--- src/design/dircc_types_pkg.sv ---
package dircc_types_pkg;

    // Device state layout, byte 0 is the low byte of the main state
    localparam int DEV_MEM_BYTES = 12;
    localparam int MEM_WIDTH = 16;
    localparam int MSG_WIDTH = 32;

    // Highest host address whose two bytes both fall inside the state
    localparam int MAX_WORD_ADDR = DEV_MEM_BYTES - 2;

    typedef logic [7:0] mem_byte_t;

    // First member sits in the high bits of the packed vector
    typedef struct packed {
        logic [63:0] user_state;        // Bytes 11:4
        logic [15:0] dircc_state_extra; // Bytes 3:2
        logic [15:0] dircc_state;       // Bytes 1:0
    } device_state_t;

    typedef enum logic [7:0] {
        OP_SET_STATE = 8'h01,
        OP_SET_EXTRA = 8'h02,
        OP_ADD_STATE = 8'h03,
        OP_SET_USER  = 8'h04
    } msg_opcode_e;

    typedef struct packed {
        msg_opcode_e opcode;
        logic [7:0]  reserved;
        logic [15:0] value;
    } msg_hdr_t;

    // A beat is either a header or a user state data word
    typedef union packed {
        msg_hdr_t               hdr;
        logic [MSG_WIDTH-1:0]   raw;
    } msg_word_u;

    // Bytes occupied by each field
    localparam int STATE_BYTES = $bits(logic [15:0]) / 8;
    localparam int EXTRA_BYTES = $bits(logic [15:0]) / 8;
    localparam int USER_BYTES = $bits(logic [63:0]) / 8;

    // Twelve bytes in all
    localparam int STATE_BITS = 8 * DEV_MEM_BYTES;

    // Number of raw beats that follow an OP_SET_USER header
    localparam int USER_BEATS = USER_BYTES / (MSG_WIDTH / 8);

endpackage : dircc_types_pkg

--- src/design/dircc_mem_if.sv ---
`timescale 1ns/10ps

interface dircc_mem_if
    import dircc_types_pkg::*;
#(
    parameter int ADDRESS_WIDTH = 4
) ();

    logic [ADDRESS_WIDTH-1:0] address;  // Byte address
    logic                     write;
    logic [MEM_WIDTH-1:0]     writedata;
    logic [MEM_WIDTH-1:0]     readdata;

    modport host (
        output address,
        output write,
        output writedata,
        input  readdata
    );

    modport register (
        input  address,
        input  write,
        input  writedata,
        output readdata
    );

endinterface : dircc_mem_if

--- src/design/dircc_status_register.sv ---
`timescale 1ns/10ps

module dircc_status_register
    import dircc_types_pkg::*;
#(
    parameter int ADDRESS_WIDTH = 4
) (
    input  logic                clk,
    input  logic                reset_n,

    dircc_mem_if.register       mem,

    output device_state_t       read_state,

    input  device_state_t       write_state,
    input  logic                write_state_valid
);

    mem_byte_t dev_mem [DEV_MEM_BYTES];

    logic                  addr_ok;
    logic [STATE_BITS-1:0] stored_bits;

    assign addr_ok = (mem.address <= MAX_WORD_ADDR);

    // Byte i of the state lands in bits 8*i+7:8*i
    always_comb begin
        for (int i = 0; i < DEV_MEM_BYTES; i++) begin
            stored_bits[8*i +: 8] = dev_mem[i];
        end
    end

    // Internal update is visible the same cycle it is presented
    assign read_state = write_state_valid ? write_state : device_state_t'(stored_bits);

    always_ff @(posedge clk or negedge reset_n) begin
        if (!reset_n) begin
            for (int i = 0; i < DEV_MEM_BYTES; i++) begin
                dev_mem[i] <= '0;
            end
            mem.readdata <= '0;
        end else begin
            if (write_state_valid) begin
                // Whole state replaced
                for (int i = 0; i < DEV_MEM_BYTES; i++) begin
                    dev_mem[i] <= write_state[8*i +: 8];
                end
            end else if (mem.write && addr_ok) begin
                dev_mem[mem.address + 1] <= mem.writedata[15:8];
                dev_mem[mem.address]     <= mem.writedata[7:0];
            end

            // Read returns the bytes as held before this edge
            if (addr_ok) begin
                mem.readdata <= {dev_mem[mem.address + 1], dev_mem[mem.address]};
            end else begin
                mem.readdata <= '0;
            end
        end
    end

endmodule : dircc_status_register

--- src/design/dircc_msg_handler.sv ---
`timescale 1ns/10ps

module dircc_msg_handler
    import dircc_types_pkg::*;
(
    input  logic            clk,
    input  logic            reset_n,

    input  logic            msg_valid,
    input  msg_word_u       msg_data,
    output logic            msg_busy,

    input  device_state_t   read_state,
    output device_state_t   write_state,
    output logic            write_state_valid
);

    logic [1:0]     beat_cnt;       // Raw beats still expected
    logic           pend_valid;
    msg_opcode_e    pend_op;
    logic [15:0]    pend_value;
    logic [63:0]    pend_user;

    logic           take_hdr;
    logic           take_raw;
    device_state_t  next_state;

    // Busy from the OP_SET_USER header until its update is gone
    assign msg_busy = (beat_cnt != 2'd0)
                    || (pend_valid && (pend_op == OP_SET_USER))
                    || write_state_valid;

    // New header only once the previous update has left the pipeline
    assign take_hdr = msg_valid && !msg_busy && !pend_valid;
    assign take_raw = msg_valid && (beat_cnt != 2'd0);

    always_ff @(posedge clk or negedge reset_n) begin
        if (!reset_n) begin
            beat_cnt   <= 2'd0;
            pend_valid <= 1'b0;
        end else begin
            pend_valid <= 1'b0;
            if (take_hdr) begin
                case (msg_data.hdr.opcode)
                    OP_SET_STATE, OP_SET_EXTRA, OP_ADD_STATE: pend_valid <= 1'b1;
                    OP_SET_USER: beat_cnt <= 2'(USER_BEATS);
                    default: ;                              // Unknown opcode dropped
                endcase
            end else if (take_raw) begin
                beat_cnt <= beat_cnt - 2'd1;
                if (beat_cnt == 2'd1) begin
                    pend_valid <= 1'b1;                     // Low word completes it
                end
            end
        end
    end

    // Payload of the pending update
    always_ff @(posedge clk) begin
        if (take_hdr) begin
            pend_op    <= msg_data.hdr.opcode;
            pend_value <= msg_data.hdr.value;
        end
        if (take_raw) begin
            pend_user <= {pend_user[31:0], msg_data.raw};   // High word first
        end
    end

    // Only the addressed field differs from the current state
    always_comb begin
        next_state = read_state;
        case (pend_op)
            OP_SET_STATE: next_state.dircc_state = pend_value;
            OP_SET_EXTRA: next_state.dircc_state_extra = pend_value;
            OP_ADD_STATE: next_state.dircc_state = read_state.dircc_state + pend_value;
            OP_SET_USER:  next_state.user_state = pend_user;
            default: ;
        endcase
    end

    always_ff @(posedge clk or negedge reset_n) begin
        if (!reset_n) begin
            write_state_valid <= 1'b0;
        end else begin
            write_state_valid <= pend_valid;
        end
    end

    always_ff @(posedge clk) begin
        if (pend_valid) begin
            write_state <= next_state;
        end
    end

endmodule : dircc_msg_handler

--- src/design/dircc_host_arbiter.sv ---
`timescale 1ns/10ps

module dircc_host_arbiter
    import dircc_types_pkg::*;
#(
    parameter int ADDRESS_WIDTH = 4
) (
    input  logic                        clk,
    input  logic                        reset_n,

    input  logic [ADDRESS_WIDTH-1:0]    host_address,
    input  logic                        host_write,
    input  logic [MEM_WIDTH-1:0]        host_writedata,
    output logic [MEM_WIDTH-1:0]        host_readdata,
    output logic                        host_busy,

    input  logic                        write_state_valid,

    dircc_mem_if.host                   mem
);

    logic                       buf_valid;
    logic [ADDRESS_WIDTH-1:0]   buf_address;
    logic [MEM_WIDTH-1:0]       buf_data;
    logic                       collide;

    // Internal update wins the register port
    assign collide = host_write && write_state_valid;

    always_ff @(posedge clk or negedge reset_n) begin
        if (!reset_n) begin
            buf_valid <= 1'b0;
        end else begin
            buf_valid <= collide;   // Replay lasts one cycle
        end
    end

    always_ff @(posedge clk) begin
        if (collide) begin
            buf_address <= host_address;
            buf_data    <= host_writedata;
        end
    end

    // Replay overrides the live host address for one cycle
    assign mem.address   = buf_valid ? buf_address : host_address;
    assign mem.writedata = buf_valid ? buf_data : host_writedata;
    assign mem.write     = buf_valid || (host_write && !write_state_valid);

    assign host_readdata = mem.readdata;
    assign host_busy     = buf_valid;

endmodule : dircc_host_arbiter

--- src/design/dircc_device_top.sv ---
`timescale 1ns/10ps

module dircc_device_top
    import dircc_types_pkg::*;
#(
    parameter int ADDRESS_WIDTH = 4
) (
    input  logic                        clk,
    input  logic                        reset_n,

    input  logic [ADDRESS_WIDTH-1:0]    host_address,
    input  logic                        host_write,
    input  logic [MEM_WIDTH-1:0]        host_writedata,
    output logic [MEM_WIDTH-1:0]        host_readdata,
    output logic                        host_busy,

    input  logic                        msg_valid,
    input  logic [MSG_WIDTH-1:0]        msg_data,
    output logic                        msg_busy,

    output logic [15:0]                 state_main,
    output logic [15:0]                 state_extra,
    output logic [63:0]                 state_user
);

    device_state_t read_state;
    device_state_t write_state;
    logic          write_state_valid;

    dircc_mem_if #(.ADDRESS_WIDTH(ADDRESS_WIDTH)) mem0 ();

    dircc_host_arbiter #(.ADDRESS_WIDTH(ADDRESS_WIDTH)) arb0 (
        .clk               (clk),
        .reset_n           (reset_n),
        .host_address      (host_address),
        .host_write        (host_write),
        .host_writedata    (host_writedata),
        .host_readdata     (host_readdata),
        .host_busy         (host_busy),
        .write_state_valid (write_state_valid),
        .mem               (mem0.host)
    );

    dircc_msg_handler hdl0 (
        .clk               (clk),
        .reset_n           (reset_n),
        .msg_valid         (msg_valid),
        .msg_data          (msg_data),
        .msg_busy          (msg_busy),
        .read_state        (read_state),
        .write_state       (write_state),
        .write_state_valid (write_state_valid)
    );

    dircc_status_register #(.ADDRESS_WIDTH(ADDRESS_WIDTH)) reg0 (
        .clk               (clk),
        .reset_n           (reset_n),
        .mem               (mem0.register),
        .read_state        (read_state),
        .write_state       (write_state),
        .write_state_valid (write_state_valid)
    );

    // Outputs follow the bypassed state
    assign state_main  = read_state.dircc_state;
    assign state_extra = read_state.dircc_state_extra;
    assign state_user  = read_state.user_state;

endmodule : dircc_device_top

--- config.mk ---
export PLATFORM = sky130hd
export DESIGN_NAME = dircc_device_top
export DESIGN_NICKNAME = d
export VERILOG_FILES = /design/src/design/dircc_types_pkg.sv /design/src/design/dircc_mem_if.sv /design/src/design/dircc_status_register.sv /design/src/design/dircc_msg_handler.sv /design/src/design/dircc_host_arbiter.sv /design/src/design/dircc_device_top.sv
export SDC_FILE = /design/constraint.sdc
export NUM_CORES = 1
export LEC_CHECK = 0
export BUFFER_PORTS_ARGS = -buffer_cell sky130_fd_sc_hd__buf_2
export CAP_MARGIN = 20
export CORE_MARGIN = 2
export CORE_UTILIZATION = 42
export CTS_CLUSTER_SIZE = 24
export DETAILED_ROUTE_END_ITERATION = 10
export PLACE_DENSITY = 0.65
export SLEW_MARGIN = 10
export SYNTH_ARGS = -nofsm -noshare
export SYNTH_HDL_FRONTEND = slang
export SYNTH_SLANG_ARGS = --single-unit
--- constraint.sdc ---
create_clock -name clk -period 5.4 [get_ports clk]
set_input_delay 0.27 -clock clk [delete_from_list [all_inputs] [get_ports clk]]
set_output_delay 0.27 -clock clk [all_outputs]
set_load 0.005 [all_outputs]
==> metrics.log <==
[metrics] Crit Path Max Fanout: 45
[metrics] Highest Clock Rate: 232 MHz
[metrics] Required @ worst endpoint: 5.90 ns
[metrics] core outline area: 0.0418 mm^2
[metrics] source of the worst hold timing path: host_address[0]
[metrics] beginning of the worst register-to-register path: arb0.host_busy
[metrics] part of the total power dissipated in sequential elements: 0.390
[metrics] Avg Cell Area, Syn: 11.8 um^2
[metrics] capture point of the worst path: reg0.dev_mem[53]
[metrics] Reg2Reg Capture Point: reg0.dev_mem[53]
[metrics] instance count of the mapped netlist: 1,497
[metrics] post-synthesis register bit count: 321
[metrics] initial antenna violation count: 3
[metrics] Starting Density: 0.424
[metrics] proportion of synthesized flip-flops having asynchronous set or reset: 0.364
[metrics] post-detail-place hpwl: 45,200 um
[metrics] number of max-cap violations: 0
[metrics] clock share of power: 0.249
[metrics] Vias/cell: 6.23
[metrics] clock tree from TritonCTS: built
[metrics] worst-skew pair later-pin latency: 0.58 ns
[metrics] worst reg-to-reg path cell count: 10
[metrics] number of I/O port buffers: 169
[metrics] result of the run: finished, final reports clean
[metrics] number of global-route vias before repair: 13,600
[metrics] Final Wtd Congestion: 0.946
[metrics] post-detailed-route count of antenna-violating nets: 0
[metrics] worst setup path startpoint: arb0.host_busy
[metrics] fin. max-slew vios: 0
[metrics] area growth from synthesis to final layout: 17.4%
[metrics] final setup vio count: 0
[metrics] total count of hold-check failures in the final report: 0
[metrics] final core utilization: 0.498
[metrics] pin count of the biggest net entering global routing: 106
[metrics] maximum level of the CTS H-tree: 2
[metrics] most frequent cells in the layout: sky130_fd_sc_hd__edfxtp_1, sky130_fd_sc_hd__mux2_2, sky130_fd_sc_hd__nand2_1, sky130_fd_sc_hd__buf_2, sky130_fd_sc_hd__o21ai_0
[metrics] total die area: 0.0438 mm^2
[metrics] number of DRC markers after the initial detailed-route iteration: 1,913
[metrics] Hold-fix buffers, CTS: 51
[metrics] number of clock sinks: 321
[metrics] number of buffers added by the clock tree synthesis step: 37
[metrics] RSZ-0062 raised after global routing: no
[metrics] Net Sw Frac: 0.374
[metrics] internal power component: 6.72 mW
[metrics] Critical Path AT: 4.81 ns
[metrics] DRC violation count after routing: 0
[metrics] final critical path time including I/O delays and setup: 4.31 ns
[metrics] startpoint type of the worst setup path: flip-flop
[metrics] Worst Tran Pin Value: 1.12 ns
[metrics] total routed wirelength: 61,800 um
[metrics] maximum root-to-sink buffer count: 3
[metrics] number of gates given a new drive strength after cts: 0
[metrics] final-layout setup total negative slack: 0 ns
[metrics] DR WL/cell: 27.4 um
[metrics] Period Utilization, post-route: 0.799
[metrics] Worst Setup Path Type: reg -> reg
[metrics] boundary pin count: 170
[metrics] fraction of final layout cells sized beyond drive strength 1: 0.303
[metrics] count of vias placed by the detailed router: 14,100
[metrics] post-synth design cell area: 0.0177 mm^2
[metrics] critical path endpoint category: flip-flop
[metrics] Gate power share: 0.361
[metrics] length of the first detailed-routing pass in iterations: 9
[metrics] leakage power summed over all cells: 8.18 nW
[metrics] VDD IR max: 0.000328 V
[metrics] count of buffers added by post-CTS timing repair for setup: 0
[metrics] Die Width: 209 um
[metrics] clock root buffer: sky130_fd_sc_hd__clkbuf_16
[metrics] global-route wire length before repair: 90,500 um
[metrics] final clock skew: 0.0240 ns
[metrics] R2R Setup Slk: 1.09 ns
[metrics] final net count: 1,767
[metrics] Reg clk slew, reported paths: 0.07 ns
[metrics] relative max-transition margin: 0.254
[metrics] switching component of the power: 4.02 mW
[metrics] global routing usage summed across all routing layers: 0.281
[metrics] main flop type after synthesis: sky130_fd_sc_hd__edfxtp_1
[metrics] number of distinct standard cells referenced by the synthesized netlist: 86
[metrics] leading cell type in the layout, fill and taps excluded: sky130_fd_sc_hd__edfxtp_1
[metrics] num rows: 75
[metrics] total overflow reported by the global router: 0
[metrics] Min-Delay Path Class: in -> reg
[metrics] number of enable-type register cells in the synthesized netlist: 204
[metrics] YS warnings: 0
[metrics] fraction of the yosys area taken by sequential cells: 0.511
[metrics] die height: 209 um
[metrics] Post-Synthesis Net Count: 1,577
[metrics] areal power density over the cells: 517 mW/mm^2
-- critical path, stage by stage, from the launching register on --
cell	delay, ns
sky130_fd_sc_hd__dfrtp_2	0.58
sky130_fd_sc_hd__mux2i_4	0.27
sky130_fd_sc_hd__inv_2	0.56
sky130_fd_sc_hd__ha_1	0.76
sky130_fd_sc_hd__inv_2	0.22
sky130_fd_sc_hd__xnor2_1	0.19
sky130_fd_sc_hd__buf_4	0.22
sky130_fd_sc_hd__nor4_1	0.63
sky130_fd_sc_hd__and2_1	0.46
sky130_fd_sc_hd__a222oi_1	0.16
sky130_fd_sc_hd__o21ai_1	0.17
-- worst min-delay path by stage --
stage,end,slack [ns],depth (start not counted)
after floorplan,arb0.host_busy,-0.03,0
after global placement,hdl0.pend_user[63],0.43,0
after detailed placement,hdl0.pend_user[33],0.44,0
after CTS,arb0.buf_address[0],0.05,1
after global routing,arb0.buf_address[0],0.07,1
final,arb0.buf_address[0],0.07,1
-- state kept, by name, summed over array words and instances (netlist names) --
register / cells
arb0.buf_address: 4
arb0.buf_data: 16
arb0.host_busy: 1
hdl0.beat_cnt: 2
hdl0.pend_op: 8
hdl0.pend_user: 64
hdl0.pend_valid: 1
hdl0.pend_value: 16
hdl0.write_state: 96
hdl0.write_state_valid: 1
reg0.dev_mem: 96
reg0.mem.readdata: 16
-- layout make-up --
type	instances	area [um^2]
fillers	3688	21000
flip-flops and latches	321	9060
multi-input cells	1008	7950
repair buffers	238	1510
clock buffers	47	1020
well taps	539	674
inverters	81	304
clock inverters	21	273
diodes	1	2.50
-- cells in the mapped netlist, types with 5 or more instances --
cell | count | area, um^2
sky130_fd_sc_hd__buf_2 | 19 | 95.1
sky130_fd_sc_hd__nor3b_1 | 6 | 45.0
sky130_fd_sc_hd__buf_4 | 7 | 52.6
sky130_fd_sc_hd__nand3_1 | 18 | 90.1
sky130_fd_sc_hd__o21ai_0 | 116 | 581
sky130_fd_sc_hd__o221ai_1 | 32 | 280
sky130_fd_sc_hd__nor2_1 | 27 | 101
sky130_fd_sc_hd__a21o_1 | 7 | 52.6
sky130_fd_sc_hd__nand3b_1 | 5 | 37.5
sky130_fd_sc_hd__o21a_1 | 5 | 37.5
sky130_fd_sc_hd__a31oi_1 | 7 | 43.8
sky130_fd_sc_hd__buf_1 | 6 | 22.5
sky130_fd_sc_hd__mux2i_1 | 17 | 170
sky130_fd_sc_hd__ha_1 | 23 | 288
sky130_fd_sc_hd__buf_6 | 5 | 56.3
sky130_fd_sc_hd__o21ai_1 | 31 | 155
sky130_fd_sc_hd__dfrtp_1 | 117 | 2930
sky130_fd_sc_hd__or3_1 | 7 | 43.8
sky130_fd_sc_hd__edfxtp_1 | 204 | 6130
sky130_fd_sc_hd__nand2_2 | 6 | 37.5
sky130_fd_sc_hd__and2_1 | 6 | 37.5
sky130_fd_sc_hd__o211ai_1 | 26 | 195
sky130_fd_sc_hd__nor4_1 | 12 | 75.1
sky130_fd_sc_hd__a222oi_1 | 32 | 320
sky130_fd_sc_hd__mux2_2 | 197 | 2220
sky130_fd_sc_hd__a22oi_1 | 32 | 240
sky130_fd_sc_hd__nand2_1 | 171 | 642
sky130_fd_sc_hd__a21oi_1 | 64 | 320
sky130_fd_sc_hd__nand2b_1 | 13 | 81.3
sky130_fd_sc_hd__clkbuf_1 | 49 | 184
sky130_fd_sc_hd__xnor2_1 | 6 | 52.6
sky130_fd_sc_hd__nor2b_1 | 11 | 68.8
sky130_fd_sc_hd__nor3_1 | 17 | 85.1
sky130_fd_sc_hd__mux4_2 | 28 | 631
sky130_fd_sc_hd__inv_1 | 78 | 293
-- cell families (layout without fill, tap and decap cells) --
kind of cell | count (synthesis) | in the layout | synth area share
AOI/OAI and AO/OA | 406 | 406 | 0.161
xor gates and xnor gates | 10 | 10 | 0.00495
adders and majority gates | 24 | 24 | 0.0174
buffers and inverters | 168 | 387 | 0.0406
DFF | 321 | 321 | 0.511
muxes | 247 | 247 | 0.176
other | 0 | 1 | 0
and+or+nand+nor | 321 | 321 | 0.0888
-- routing by layer --
| layer | global-route usage | up-vias | routed length [um] |
|---|---|---|---|
| li1 | - | 6109 | - |
| met1 | 0.389 | 7032 | 25500 |
| met2 | 0.423 | 777 | 27200 |
| met3 | 0.0631 | 146 | 6270 |
| met4 | 0.124 | 0 | 2790 |
| met5 | 0 | - | 0 |
-- power by group through the flow --
stage,clock network [mW],registers [mW],logic [mW]
final,2.68,4.19,3.88
after global routing,2.81,4.23,4.20
after CTS,2.71,4.16,3.84
after detailed placement,0,4.20,3.78
after global placement,0,4.18,3.73
after floorplan,0,3.82,2.51
-- through the flow --
step	hold WS, ns	setup WS [ns]	std cells	cell area [um^2]	total power [mW]
floorplan	-0.0256	1.19	1497	17700	6.33
global placement	0.431	1.27	2135	19000	7.91
detailed placement	0.437	1.25	2135	19000	7.98
CTS	0.0477	1.23	2254	20800	10.7
global route	0.0721	0.909	2255	20800	11.2
finish	0.0693	1.09	2256	20800	10.7
Note: power is estimated with default switching activity, not from simulation.
